File: config.mk
export PLATFORM = sky130hd
export DESIGN_NAME = mshr_top
export DESIGN_NICKNAME = d
export VERILOG_FILES = /design/src/common/mshr_pkg.sv /design/src/common/mshr_entry_if.sv /design/src/design/mshr_alloc.sv /design/src/design/mshr_entry.sv /design/src/design/mshr_dispatch.sv /design/src/design/mshr_top.sv
export VERILOG_INCLUDE_DIRS = /design/src /design/src/common
export SDC_FILE = /design/constraint.sdc
export NUM_CORES = 2
export LEC_CHECK = 0
export BUFFER_PORTS_ARGS = -buffer_cell sky130_fd_sc_hd__buf_2
export CAP_MARGIN = 20
export CORE_MARGIN = 2
export CORE_UTILIZATION = 60
export CTS_CLUSTER_SIZE = 25
export DETAILED_ROUTE_END_ITERATION = 8
export PLACE_DENSITY = 0.86
export SKIP_CTS_REPAIR_TIMING = 1
export SYNTH_ARGS = -nofsm -noshare
export SYNTH_HDL_FRONTEND = slang
export SYNTH_SLANG_ARGS = --single-unit
File: constraint.sdc
create_clock -name clock -period 10.1 [get_ports clock]
set_input_delay 2.02 -clock clock [delete_from_list [all_inputs] [get_ports clock]]
set_output_delay 2.02 -clock clock [all_outputs]
set_load 0.005 [all_outputs]
File: src/common/mshr_params.svh
`ifndef MSHR_PARAMS_SVH
`define MSHR_PARAMS_SVH

// number of entries in the miss ring
`define MSHR_DEPTH 8

// misses accepted from the cache per cycle
`define MISS_LANES 2

// line address width
`define ADDR_WIDTH 32

// one cache line of data
`define LINE_WIDTH 64

// memory transaction tag where zero means no response
`define TAG_WIDTH 4

`endif

File: src/common/mshr_pkg.sv
`include "mshr_params.svh"

package mshr_pkg;

  typedef logic [`ADDR_WIDTH-1:0] addr_t;

  typedef logic [`LINE_WIDTH-1:0] line_t;

  typedef logic [`TAG_WIDTH-1:0] mem_tag_t;

  // index into the entry ring
  typedef logic [$clog2(`MSHR_DEPTH)-1:0] entry_ptr_t;

  // memory bus commands
  typedef enum logic [1:0] {
    BUS_NONE  = 2'h0,
    BUS_LOAD  = 2'h1,
    BUS_STORE = 2'h2
  } bus_cmd_t;

  // per-entry lifecycle
  typedef enum logic [1:0] {
    EMPTY    = 2'h0,
    WAITING  = 2'h1,
    INFLIGHT = 2'h2,
    DONE     = 2'h3
  } entry_state_t;

endpackage

File: src/common/mshr_entry_if.sv
`timescale 1ns/10ps

`include "mshr_params.svh"

interface mshr_entry_if;

  // new miss from the allocator
  logic                   alloc;
  mshr_pkg::addr_t        alloc_addr;
  mshr_pkg::line_t        alloc_data;
  mshr_pkg::bus_cmd_t     alloc_cmd;

  // request accepted by memory
  logic                   issue;
  mshr_pkg::mem_tag_t     issue_tag;

  // entry leaves the ring
  logic                   retire;

  // entry contents
  mshr_pkg::entry_state_t state;
  mshr_pkg::bus_cmd_t     cmd;
  mshr_pkg::addr_t        addr;
  mshr_pkg::line_t        data;
  logic                   match;

  modport entry (
    input  alloc, alloc_addr, alloc_data, alloc_cmd,
    input  issue, issue_tag, retire,
    output state, cmd, addr, data, match
  );

  modport feeder (
    output alloc, alloc_addr, alloc_data, alloc_cmd,
    input  state, match
  );

  modport drainer (
    output issue, issue_tag, retire,
    input  state, cmd, addr, data
  );

endinterface

File: src/design/mshr_alloc.sv
`timescale 1ns/10ps

`include "mshr_params.svh"

module mshr_alloc (
  input  logic                                   clock,
  input  logic                                   reset,
  input  logic [`MISS_LANES-1:0]                 miss_valid,
  input  mshr_pkg::addr_t [`MISS_LANES-1:0]      miss_addr,
  input  mshr_pkg::line_t [`MISS_LANES-1:0]      miss_data,
  input  mshr_pkg::bus_cmd_t [`MISS_LANES-1:0]   miss_cmd,
  output logic                                   alloc_ready,
  output logic                                   mshr_empty,
  output logic                                   search_hit,
  mshr_entry_if.feeder                           entries [`MSHR_DEPTH]
);

  mshr_pkg::entry_ptr_t   tail;
  mshr_pkg::entry_ptr_t   alloc_count;
  mshr_pkg::entry_ptr_t   lane_slot [`MISS_LANES];
  logic [`MISS_LANES-1:0] lane_take;

  mshr_pkg::entry_state_t state_vec [`MSHR_DEPTH];
  logic [`MSHR_DEPTH-1:0] match_vec;

  // room for a full set of lanes starting at the tail
  always_comb begin
    alloc_ready = 1'b1;
    for (int l = 0; l < `MISS_LANES; l++) begin
      if (state_vec[mshr_pkg::entry_ptr_t'(tail + l)] != mshr_pkg::EMPTY) begin
        alloc_ready = 1'b0;
      end
    end
  end

  // compact valid lanes into consecutive slots with lane 0 first
  always_comb begin
    mshr_pkg::entry_ptr_t offset;
    offset = '0;
    for (int l = 0; l < `MISS_LANES; l++) begin
      lane_take[l] = miss_valid[l] & alloc_ready;
      lane_slot[l] = tail + offset;
      if (lane_take[l]) begin
        offset = offset + 1'b1;
      end
    end
    alloc_count = offset;
  end

  genvar i;
  generate
    for (i = 0; i < `MSHR_DEPTH; i++) begin : g_feed
      always_comb begin
        entries[i].alloc      = 1'b0;
        entries[i].alloc_addr = miss_addr[0];
        entries[i].alloc_data = miss_data[0];
        entries[i].alloc_cmd  = miss_cmd[0];
        for (int l = 0; l < `MISS_LANES; l++) begin
          if (lane_take[l] && lane_slot[l] == mshr_pkg::entry_ptr_t'(i)) begin
            entries[i].alloc      = 1'b1;
            entries[i].alloc_addr = miss_addr[l];
            entries[i].alloc_data = miss_data[l];
            entries[i].alloc_cmd  = miss_cmd[l];
          end
        end
      end

      assign state_vec[i] = entries[i].state;
      assign match_vec[i] = entries[i].match;
    end
  endgenerate

  always_comb begin
    mshr_empty = 1'b1;
    for (int e = 0; e < `MSHR_DEPTH; e++) begin
      if (state_vec[e] != mshr_pkg::EMPTY) begin
        mshr_empty = 1'b0;
      end
    end
  end

  assign search_hit = |match_vec;

  always_ff @(posedge clock) begin
    if (reset) begin
      tail <= '0;
    end else begin
      tail <= tail + alloc_count;
    end
  end

  // the cache must hold off while the ring is short of space
  miss_only_when_ready: assert property (
    @(posedge clock) disable iff (reset)
    (|miss_valid) |-> alloc_ready
  ) else $error("miss presented while alloc_ready is low");

endmodule

File: src/design/mshr_entry.sv
`timescale 1ns/10ps

`include "mshr_params.svh"

module mshr_entry (
  input  logic               clock,
  input  logic               reset,
  input  mshr_pkg::mem_tag_t mem2proc_tag,
  input  mshr_pkg::line_t    mem2proc_data,
  input  mshr_pkg::addr_t    search_addr,
  mshr_entry_if.entry        port
);

  mshr_pkg::entry_state_t state;
  mshr_pkg::bus_cmd_t     line_cmd;
  mshr_pkg::addr_t        line_addr;
  mshr_pkg::line_t        line_data;
  mshr_pkg::mem_tag_t     mem_tag;
  logic                   tag_hit;

  // returned line belongs to this entry
  assign tag_hit = (state == mshr_pkg::INFLIGHT) &&
                   (mem2proc_tag != '0) &&
                   (mem2proc_tag == mem_tag);

  always_ff @(posedge clock) begin
    if (reset) begin
      state <= mshr_pkg::EMPTY;
    end else begin
      case (state)
        mshr_pkg::EMPTY: begin
          if (port.alloc) begin
            state <= mshr_pkg::WAITING;
          end
        end
        mshr_pkg::WAITING: begin
          // evictions finish as soon as memory takes them
          if (port.issue) begin
            state <= (line_cmd == mshr_pkg::BUS_LOAD) ? mshr_pkg::INFLIGHT : mshr_pkg::DONE;
          end
        end
        mshr_pkg::INFLIGHT: begin
          if (tag_hit) begin
            state <= mshr_pkg::DONE;
          end
        end
        mshr_pkg::DONE: begin
          if (port.retire) begin
            state <= mshr_pkg::EMPTY;
          end
        end
        default: state <= mshr_pkg::EMPTY;
      endcase
    end
  end

  // miss payload and returned line
  always_ff @(posedge clock) begin
    if (port.alloc) begin
      line_cmd  <= port.alloc_cmd;
      line_addr <= port.alloc_addr;
      line_data <= port.alloc_data;
    end
    if (port.issue) begin
      mem_tag <= port.issue_tag;
    end
    if (tag_hit) begin
      line_data <= mem2proc_data;
    end
  end

  assign port.state = state;
  assign port.cmd   = line_cmd;
  assign port.addr  = line_addr;
  assign port.data  = line_data;
  assign port.match = (state != mshr_pkg::EMPTY) && (line_addr == search_addr);

  // allocator and dispatcher only touch an entry in the right state
  alloc_into_empty: assert property (
    @(posedge clock) disable iff (reset)
    port.alloc |-> state == mshr_pkg::EMPTY
  ) else $error("alloc into an occupied entry");

  issue_from_waiting: assert property (
    @(posedge clock) disable iff (reset)
    port.issue |-> state == mshr_pkg::WAITING
  ) else $error("issue to an entry that is not waiting");

endmodule

File: src/design/mshr_dispatch.sv
`timescale 1ns/10ps

`include "mshr_params.svh"

module mshr_dispatch (
  input  logic               clock,
  input  logic               reset,
  output mshr_pkg::bus_cmd_t proc2mem_command,
  output mshr_pkg::addr_t    proc2mem_addr,
  output mshr_pkg::line_t    proc2mem_data,
  input  mshr_pkg::mem_tag_t mem2proc_response,
  output logic               fill_valid,
  output mshr_pkg::addr_t    fill_addr,
  output mshr_pkg::line_t    fill_data,
  input  logic               fill_ack,
  mshr_entry_if.drainer      entries [`MSHR_DEPTH]
);

  mshr_pkg::entry_ptr_t   issue_head;
  mshr_pkg::entry_ptr_t   retire_head;

  mshr_pkg::entry_state_t state_vec [`MSHR_DEPTH];
  mshr_pkg::bus_cmd_t     cmd_vec [`MSHR_DEPTH];
  mshr_pkg::addr_t        addr_vec [`MSHR_DEPTH];
  mshr_pkg::line_t        data_vec [`MSHR_DEPTH];

  logic                   head_waiting;
  logic                   accepted;
  logic                   retire_done;
  logic                   retire_is_load;
  logic                   retire_now;

  genvar i;
  generate
    for (i = 0; i < `MSHR_DEPTH; i++) begin : g_drain
      assign state_vec[i] = entries[i].state;
      assign cmd_vec[i]   = entries[i].cmd;
      assign addr_vec[i]  = entries[i].addr;
      assign data_vec[i]  = entries[i].data;

      assign entries[i].issue     = accepted && (issue_head == mshr_pkg::entry_ptr_t'(i));
      assign entries[i].issue_tag = mem2proc_response;
      assign entries[i].retire    = retire_now && (retire_head == mshr_pkg::entry_ptr_t'(i));
    end
  endgenerate

  // oldest unissued miss drives the request
  assign head_waiting     = (state_vec[issue_head] == mshr_pkg::WAITING);
  assign proc2mem_command = head_waiting ? cmd_vec[issue_head] : mshr_pkg::BUS_NONE;
  assign proc2mem_addr    = addr_vec[issue_head];
  assign proc2mem_data    = data_vec[issue_head];

  // nonzero response is the grant
  assign accepted = head_waiting && (mem2proc_response != '0);

  // retire side stays in allocation order
  assign retire_done    = (state_vec[retire_head] == mshr_pkg::DONE);
  assign retire_is_load = (cmd_vec[retire_head] == mshr_pkg::BUS_LOAD);

  assign fill_valid = retire_done && retire_is_load;
  assign fill_addr  = addr_vec[retire_head];
  assign fill_data  = data_vec[retire_head];

  // stores drop out without a cache handshake
  assign retire_now = retire_done && (!retire_is_load || fill_ack);

  always_ff @(posedge clock) begin
    if (reset) begin
      issue_head  <= '0;
      retire_head <= '0;
    end else begin
      if (accepted) begin
        issue_head <= issue_head + 1'b1;
      end
      if (retire_now) begin
        retire_head <= retire_head + 1'b1;
      end
    end
  end

  // stalled request must not change under back-pressure
  request_held: assert property (
    @(posedge clock) disable iff (reset)
    (proc2mem_command != mshr_pkg::BUS_NONE && mem2proc_response == '0) |=>
      ($stable(proc2mem_command) && $stable(proc2mem_addr) && $stable(proc2mem_data))
  ) else $error("memory request changed while stalled");

  // fill stays up with the same line until the cache takes it
  fill_held: assert property (
    @(posedge clock) disable iff (reset)
    (fill_valid && !fill_ack) |=>
      (fill_valid && $stable(fill_addr) && $stable(fill_data))
  ) else $error("fill dropped before fill_ack");

endmodule

File: src/design/mshr_top.sv
`timescale 1ns/10ps

`include "mshr_params.svh"

module mshr_top (
  input  logic                                   clock,
  input  logic                                   reset,

  // misses from the cache
  input  logic [`MISS_LANES-1:0]                 miss_valid,
  input  mshr_pkg::addr_t [`MISS_LANES-1:0]      miss_addr,
  input  mshr_pkg::line_t [`MISS_LANES-1:0]      miss_data,
  input  mshr_pkg::bus_cmd_t [`MISS_LANES-1:0]   miss_cmd,
  output logic                                   alloc_ready,
  output logic                                   mshr_empty,

  // pending address lookup
  input  mshr_pkg::addr_t                        search_addr,
  output logic                                   search_hit,

  // memory request side
  output mshr_pkg::bus_cmd_t                     proc2mem_command,
  output mshr_pkg::addr_t                        proc2mem_addr,
  output mshr_pkg::line_t                        proc2mem_data,
  input  mshr_pkg::mem_tag_t                     mem2proc_response,

  // memory return side
  input  mshr_pkg::mem_tag_t                     mem2proc_tag,
  input  mshr_pkg::line_t                        mem2proc_data,

  // line fill back to the cache
  output logic                                   fill_valid,
  output mshr_pkg::addr_t                        fill_addr,
  output mshr_pkg::line_t                        fill_data,
  input  logic                                   fill_ack
);

  // one bundle per ring entry
  mshr_entry_if entry_bus [`MSHR_DEPTH] ();

  mshr_alloc u_alloc (
    .clock       (clock),
    .reset       (reset),
    .miss_valid  (miss_valid),
    .miss_addr   (miss_addr),
    .miss_data   (miss_data),
    .miss_cmd    (miss_cmd),
    .alloc_ready (alloc_ready),
    .mshr_empty  (mshr_empty),
    .search_hit  (search_hit),
    .entries     (entry_bus)
  );

  genvar i;
  generate
    for (i = 0; i < `MSHR_DEPTH; i++) begin : g_entry
      mshr_entry u_entry (
        .clock         (clock),
        .reset         (reset),
        .mem2proc_tag  (mem2proc_tag),
        .mem2proc_data (mem2proc_data),
        .search_addr   (search_addr),
        .port          (entry_bus[i])
      );
    end
  endgenerate

  mshr_dispatch u_dispatch (
    .clock             (clock),
    .reset             (reset),
    .proc2mem_command  (proc2mem_command),
    .proc2mem_addr     (proc2mem_addr),
    .proc2mem_data     (proc2mem_data),
    .mem2proc_response (mem2proc_response),
    .fill_valid        (fill_valid),
    .fill_addr         (fill_addr),
    .fill_data         (fill_data),
    .fill_ack          (fill_ack),
    .entries           (entry_bus)
  );

endmodule

# [After elaboration in Yosys (flattened, before gate mapping)]
# Index checks and enable logic that the tools add are counted.
[op_classes] addsub=6 magnitude_cmp=4 n_eq_ne=111 n_mux=147 bitwise=6 n_reduce_logical=102
[ops] op="$mux 64" count=28
[ops] op="$bmux 64 s3" count=2
[ops] op="$mux 32" count=12
[ops] op="$eq 32x32->1" count=8
[ops] op="$bmux 32 s3" count=2
[ops] op="$mux 2" count=53
[ops] op="$pmux 2 s4" count=8
[ops] op="$logic_and 1x1->1" count=59
[ops] op="$eq 3x3->1 const B" count=16
[ops] op="$ne 2x2->1 const B" count=24
[ops] op="$bmux 2 s3" count=6
[ops] op="$eq 2x1->1 const B" count=18
[ops] op="$reduce_bool 2->1" count=18
[ops] op="$mux 1" count=35
[ops] op="$eq 2x2->1 const B" count=17
[ops] op="$eq 4x4->1" count=8
[ops] op="$reduce_and 4->1" count=8
[ops] op="$eq 3x2->1 const B" count=8
[ops] op="$ge 4x4->1 const B" count=4
[ops] op="$logic_not 2->1" count=8
[ops] op="$ne 2x1->1 const B" count=8
[ops] op="$not 3->4" count=4
[ops] op="$eq 3x1->1 const B" count=4
[ops] op="$logic_not 3->1" count=4
[ops] op="10 further kinds" count=14
[word_totals] ff_bits=841 in_bits=305 out_inout_bits=198 wordCells=419

# [Longest topological paths before layout]
[logic_depth] word_depth=15 depth_mapped=21 ltp_nobuf=16

# [Hierarchy]
# A second synthesis with hierarchy kept.
[unflattened] hier_cells=4205 hier_area_um2=60164.0
[modules_own_cells] module="mshr_entry" n_inst=8 cells_each=250 area_per_inst_um2=4684.5 seq_area_each_um2=3103.0
[modules_own_cells] module="mshr_dispatch" n_inst=1 cells_each=1236 area_per_inst_um2=12604.6 seq_area_each_um2=120.1
[modules_own_cells] module="mshr_alloc" n_inst=1 cells_each=969 area_per_inst_um2=10083.4 seq_area_each_um2=60.1

# [Worst setup path before layout]
# No wires, ideal clock.
[synth_timing] path_kind="flip-flop to flip-flop" startpoint="register u_alloc.tail[0]" endpoint="register g_entry[3].u_entry.line_data[0] (enable)" setup_ps=574 arrival_time_ps=7758 t_required_ps=9526 path_slack_ps=1767 stages_incl_launch_ff=17 n_path_buf=2 period_less_slack_ps=8333 path_cell_list="dfxtp_1 > inv_1 > ha_1 > buf_2 > nor3_1 > a31oi_1 > mux4_2 > or2_2 > clkbuf_1 > inv_1 > and2_1 > ha_1 > ha_1 > xnor2_1 > and2_1 > a32oi_1 > o21ai_0"
[synth_via] elab_chain_len=14 elab_cells_between_ends=24 classes_between="2 x add/sub; 2 x eq/ne; 11 x mux; 4 x bitwise; 5 x reduce/logical"
[synth_lines] element="start: declaration" line="mshr_alloc.sv:18" rtl="mshr_pkg::entry_ptr_t tail;"
[synth_lines] element="start signal: assignment" line="mshr_alloc.sv:88" rtl="tail <= tail + alloc_count;"
[synth_lines] element="$add 3x1->3 or $not 3->4 (tied branches)" line="mshr_alloc.sv:30" rtl="if (state_vec[mshr_pkg::entry_ptr_t'(tail + l)] != mshr_pkg::EMPTY) begin"
[synth_lines] element="$not 3->4 (implied by the code) or $bmux 2 s3 (tied branches)" line="mshr_alloc.sv:30"
[synth_lines] element="$bmux 2 s3 or $mux 2 (tied branches)" line="mshr_alloc.sv:30"
[synth_lines] element="$mux 2 (implied by the code)" line="mshr_alloc.sv:30"
[synth_lines] element="$mux 2 (implied by the code) or $reduce_bool 2->1 (tied branches)" line="mshr_alloc.sv:30"
[synth_lines] element="$reduce_bool 2->1 or $mux 1 (tied branches)" line="mshr_alloc.sv:30"
[synth_lines] element="$mux 1 *" line="mshr_alloc.sv:30"
[synth_lines] element="named net alloc_ready" line="mshr_top.sv:14" rtl="output logic alloc_ready,"
[synth_lines] element="$and 1x1->1" line="mshr_alloc.sv:41" rtl="lane_take[l] = miss_valid[l] & alloc_ready;"
[synth_lines] element="$mux 1" line="mshr_alloc.sv:43" rtl="if (lane_take[l]) begin"
[synth_lines] element="$add 3x1->3" line="mshr_alloc.sv:42" rtl="lane_slot[l] = tail + offset;"
[synth_lines] element="$eq 3x2->1" line="mshr_alloc.sv:59" rtl="if (lane_take[l] && lane_slot[l] == mshr_pkg::entry_ptr_t'(i)) begin"
[synth_lines] element="$logic_and 1x1->1" line="mshr_alloc.sv:59"
[synth_lines] element="$mux 1 *" line="mshr_alloc.sv:59"
[synth_lines] element="$reduce_bool 2->1 (no line) *"
[synth_lines] element="end signal: assignment" line="mshr_entry.sv:62" rtl="line_data <= port.alloc_data;"
[synth_lines] element="end signal: assignment" line="mshr_entry.sv:68" rtl="line_data <= mem2proc_data;"
[synth_lines] element="end: declaration" line="mshr_entry.sv:17" rtl="mshr_pkg::line_t line_data;"
# Mark *: on every way through the listed nets, which the timed path passes. The rest lies on a longest branch. The select of a mux whose other input is x is not followed.
# A chain may end at the register's enable or synchronous reset.

# [Final worst setup path]
[layout_timing] startpoint="register u_alloc.tail[0]" endpoint="register g_entry[7].u_entry.line_data[51] (enable)"
[layout_via] elab_chain_len=14 elab_cells_between_ends=24 classes_between="2 x add/sub; 2 x eq/ne; 11 x mux; 4 x bitwise; 5 x reduce/logical"
[layout_lines] element="$add 3x1->3 or $not 3->4 (tied branches)" line="mshr_alloc.sv:30"
[layout_lines] element="$not 3->4 (implied by the code) or $bmux 2 s3 (tied branches)" line="mshr_alloc.sv:30"
[layout_lines] element="$bmux 2 s3 or $mux 2 (tied branches)" line="mshr_alloc.sv:30"
[layout_lines] element="$mux 2 (implied by the code)" line="mshr_alloc.sv:30"
[layout_lines] element="$mux 2 (implied by the code) or $reduce_bool 2->1 (tied branches)" line="mshr_alloc.sv:30"
[layout_lines] element="$reduce_bool 2->1 or $mux 1 (tied branches)" line="mshr_alloc.sv:30"
[layout_lines] element="$mux 1" line="mshr_alloc.sv:30"
[layout_lines] element="$and 1x1->1" line="mshr_alloc.sv:41"
[layout_lines] element="$mux 1" line="mshr_alloc.sv:43"
[layout_lines] element="$add 3x1->3" line="mshr_alloc.sv:42"
[layout_lines] element="$eq 3x3->1" line="mshr_alloc.sv:59"
[layout_lines] element="$logic_and 1x1->1" line="mshr_alloc.sv:59"
[layout_lines] element="$mux 1 *" line="mshr_alloc.sv:59"
[layout_lines] element="named net entry_bus[7].alloc" line="mshr_entry_if.sv:8" rtl="logic alloc;"
[layout_lines] element="$reduce_bool 2->1 (no line) *"
[layout_lines] element="end signal: assignment" line="mshr_entry.sv:62"
[layout_lines] element="end signal: assignment" line="mshr_entry.sv:68"
[layout_lines] element="end: declaration" line="mshr_entry.sv:17"
# Marks and branches as above.

==> impl_metrics.ini <==
[routing]
wl_met1_mm = 63.3
wirelength_mm = 198
top_layer_used = met5
first_iter_violations = 6735
avgRoutedWirePerCell_um = 30.9
first_pass_iters = 8
viasPerCell = 6.98
remaining_drc_errors = 0
wl_met3_mm = 28.3
detail-route-antenna-nets = 0
dr_wl_met2_mm = 91.7
vias = 44900

[sta]
drv_slew = 0
holdWs_ns = 0.581
tightestPinTransition_ns = 1.23
fmax_ghz = 0.152
fin_skew_ns = 0.0347
slew_headroom_pct = 18.0
setup_tns_ns = 0
finalCritPeriodShare_pct = 65.2
min_period_ns = 6.59
final-hold-violation-count = 0
setup_viol = 0
grt_setup_unrepaired = no

[die]
die_h_um = 312
pin_count = 503
die-width_um = 312
core_region_area_um2 = 94600
start_util_pct = 60.3
die_area_um2 = 97500
std_cell_rows = 113

[synthesis]
synthCells = 4940
yosysTopAreaCell = edfxtp_1
synth.avg_cell_area_um2 = 11.5
synth_area_um2 = 57000
synth_area_leaders = edfxtp_1 (43%), mux4_2 (16%), mux2i_1 (9.1%)
ys_types = 53
ys_ff_latch = 841
yosysSeqAreaShare_pct = 43.9
synth_nets = 5309
synth_warnings = 0
synth_top_area_share_pct = 43.0

[worst_setup_path]
endpoint_kind = flip-flop
r2r-end = g_entry[7].u_entry.port.data[51]
required_ns = 10.39
reg2reg_from = u_alloc.tail[0]
cpMostUsedCell = ha_1
rrSetupSlack_ns = 3.51
rr_worst_depth = 17
crit_type = reg2reg
cp_slowest_cell = buf_4
cp_cell_sequence = inv_1 > ha_1 > nor3_1 > a31oi_1 > mux4_2 > or2_2 > inv_1 > and2_1 > ha_1 > ha_1 > xor2_1 > and2_1 > a32oi_1 > nor3_2 > buf_4 > or2_4 > buf_4
cp.arrival_ns = 6.88
critPathLaunchType = flip-flop
worst-path-max-fanout = 48
slowest_delay_ns = 0.79

[hold_path]
min_to = g_entry[7].u_entry.port.state[1]
worstHoldStart = g_entry[7].u_entry.port.state[1]
hold_depth = 2
min_path_type = reg2reg

[flow_run]
cap_viol_max_count = 0

[cells_and_area]
drive_gt1_share_pct = 28.1
layout_commonest_cell = nand2_1
area.growth.synth_to_final_pct = 9.68
num-nets-final = 5412
ff_latch_area_um2 = 25000
multi_input_area_um2 = 29500
stdcell_count = 6427
mostFrequentLayoutCells = nand2_1 (1113), edfxtp_1 (816), mux2i_1 (518)
fillers = 6732

[power]
pwr_density_cell_nw_per_um2 = 243
vdd_ir_drop_max_mv = 0.287
cellLeakagePower_nw = 20.1
total_power_w = 0.0152

[grt]
grt_pass1_wl_mm = 288
antenna_found_initial = 69
grt_pass1_vias = 44300
overflow = 0
grtUsageTotal_pct = 40.0
grt_max_degree = 128

[cts]
cts_root_buf = clkbuf_16
clk_latency_ns = 0.69
numCtsBuffers = 91
cts-htree-levels = 3
cts_buffer_depth = 3
tritoncts = done
cts_sinks = 841
clkTransAtPathRegs_ns = 0.06

[place]
io_buffers = 502
dpl.hpwl_mm = 121
place.gp.congestion = 1.02
dp.cells = 6212

[run_status]
status = complete, no violations
worst max-delay path: cells and delay by family (launching register included):
family | cells | cell delay (ns)
muxes | 1 | 0.71
adders and majority gates | 3 | 0.82
xor gates and xnor gates | 1 | 0.19
buffers and inverters | 4 | 1.71
DFF | 1 | 0.51
and+or+nand+nor | 6 | 1.90
AOI/OAI and AO/OA | 2 | 0.19
worst max-delay path by stage:
stage | startpoint | to | cells after the start
2_1_floorplan | u_alloc.tail[0] | g_entry[3].u_entry.port.data[0] | 16
3_3_place_gp | u_alloc.tail[0] | g_entry[7].u_entry.port.data[46] | 17
4_1_cts | u_alloc.tail[0] | g_entry[7].u_entry.port.data[51] | 17
5_1_grt | u_alloc.tail[0] | g_entry[7].u_entry.port.data[50] | 17
6_report | u_alloc.tail[0] | g_entry[7].u_entry.port.data[51] | 17
3_5_place_dp | u_alloc.tail[0] | g_entry[7].u_entry.port.data[46] | 17
cell usage after synthesis (all sizes together):
master and number:
a211oi 3, a21o 6, a21oi 30, a221o 1, a221oi 5, a222oi 3, a22oi 3, a31o 6
a31oi 7, a32oi 6, and2 13, and3 11, buf 249, clkbuf 325, dfxtp 25, edfxtp 816
fa 1, ha 63, inv 37, mux2 273, mux2i 518, mux4 396, nand2 1113, nand2b 11
nand3 15, nand3b 1, nand4 30, nor2 19, nor2b 16, nor3 23, nor4 58, nor4b 1
o2111ai 14, o211ai 3, o21a 1, o21ai 519, o221a 1, o221ai 1, o31ai 9, or2 3
or3 4, or4 8, xnor2 99, xor2 194
routing by layer:
metal  up-vias  track usage [%]
li1      18500                -
met1     21500             48.5
met2      3821             63.0
met3       996             11.5
met4        64             25.6
met5         -                0
power by group:
part	switching (W)	internal, W	leakage, nW
combinational	0.00401	0.00259	11.1
sequential	0.000462	0.00482	7.62
clock	0.00148	0.00184	1.39
total	0.00595	0.00926	20.1
cell families (layout without fill, tap and decap cells):
| family | Yosys count | count (layout) | synth area share [%] |
|---|---|---|---|
| compound gates | 618 | 618 | 5.81 |
| mux | 1187 | 1187 | 30.1 |
| other cells | 0 | 48 | 0 |
| xor+xnor | 293 | 293 | 4.50 |
| simple gates | 1326 | 1326 | 9.56 |
| flops | 841 | 841 | 43.9 |
| buf+inv | 611 | 785 | 4.70 |
| fa+ha+maj | 64 | 64 | 1.42 |
area by class of cell:
class | instances | area share, %
antenna | 48 | 0.192
clock buffer | 103 | 3.81
clock inverter | 61 | 0.773
inverter | 37 | 0.230
multi-input combinational | 3488 | 47.3
sequential | 841 | 40.0
tap | 1265 | 2.53
timing repair buffer | 584 | 5.16
sequential cells by signal, summed over array words and instances (netlist names):
signal and count:
g_entry.u_entry.mem_tag 32, g_entry.u_entry.port.addr 256, g_entry.u_entry.port.cmd 16, g_entry.u_entry.port.data 512, g_entry.u_entry.port.state 16, u_alloc.tail 3
u_dispatch.issue_head 3, u_dispatch.retire_head 3
metrics by stage:
stage / area [µm²] / setup slack, ns / utilization, %
final: 62500 / 3.51 / 66.1
after global routing: 62500 / 3.22 / 66.0
after CTS: 62300 / 3.59 / 65.9
after detailed placement: 59500 / 3.65 / 62.9
after global placement: 59500 / 3.72 / 62.9
after floorplan: 57000 / 1.77 / -
Power figures use the tool's default switching activity.
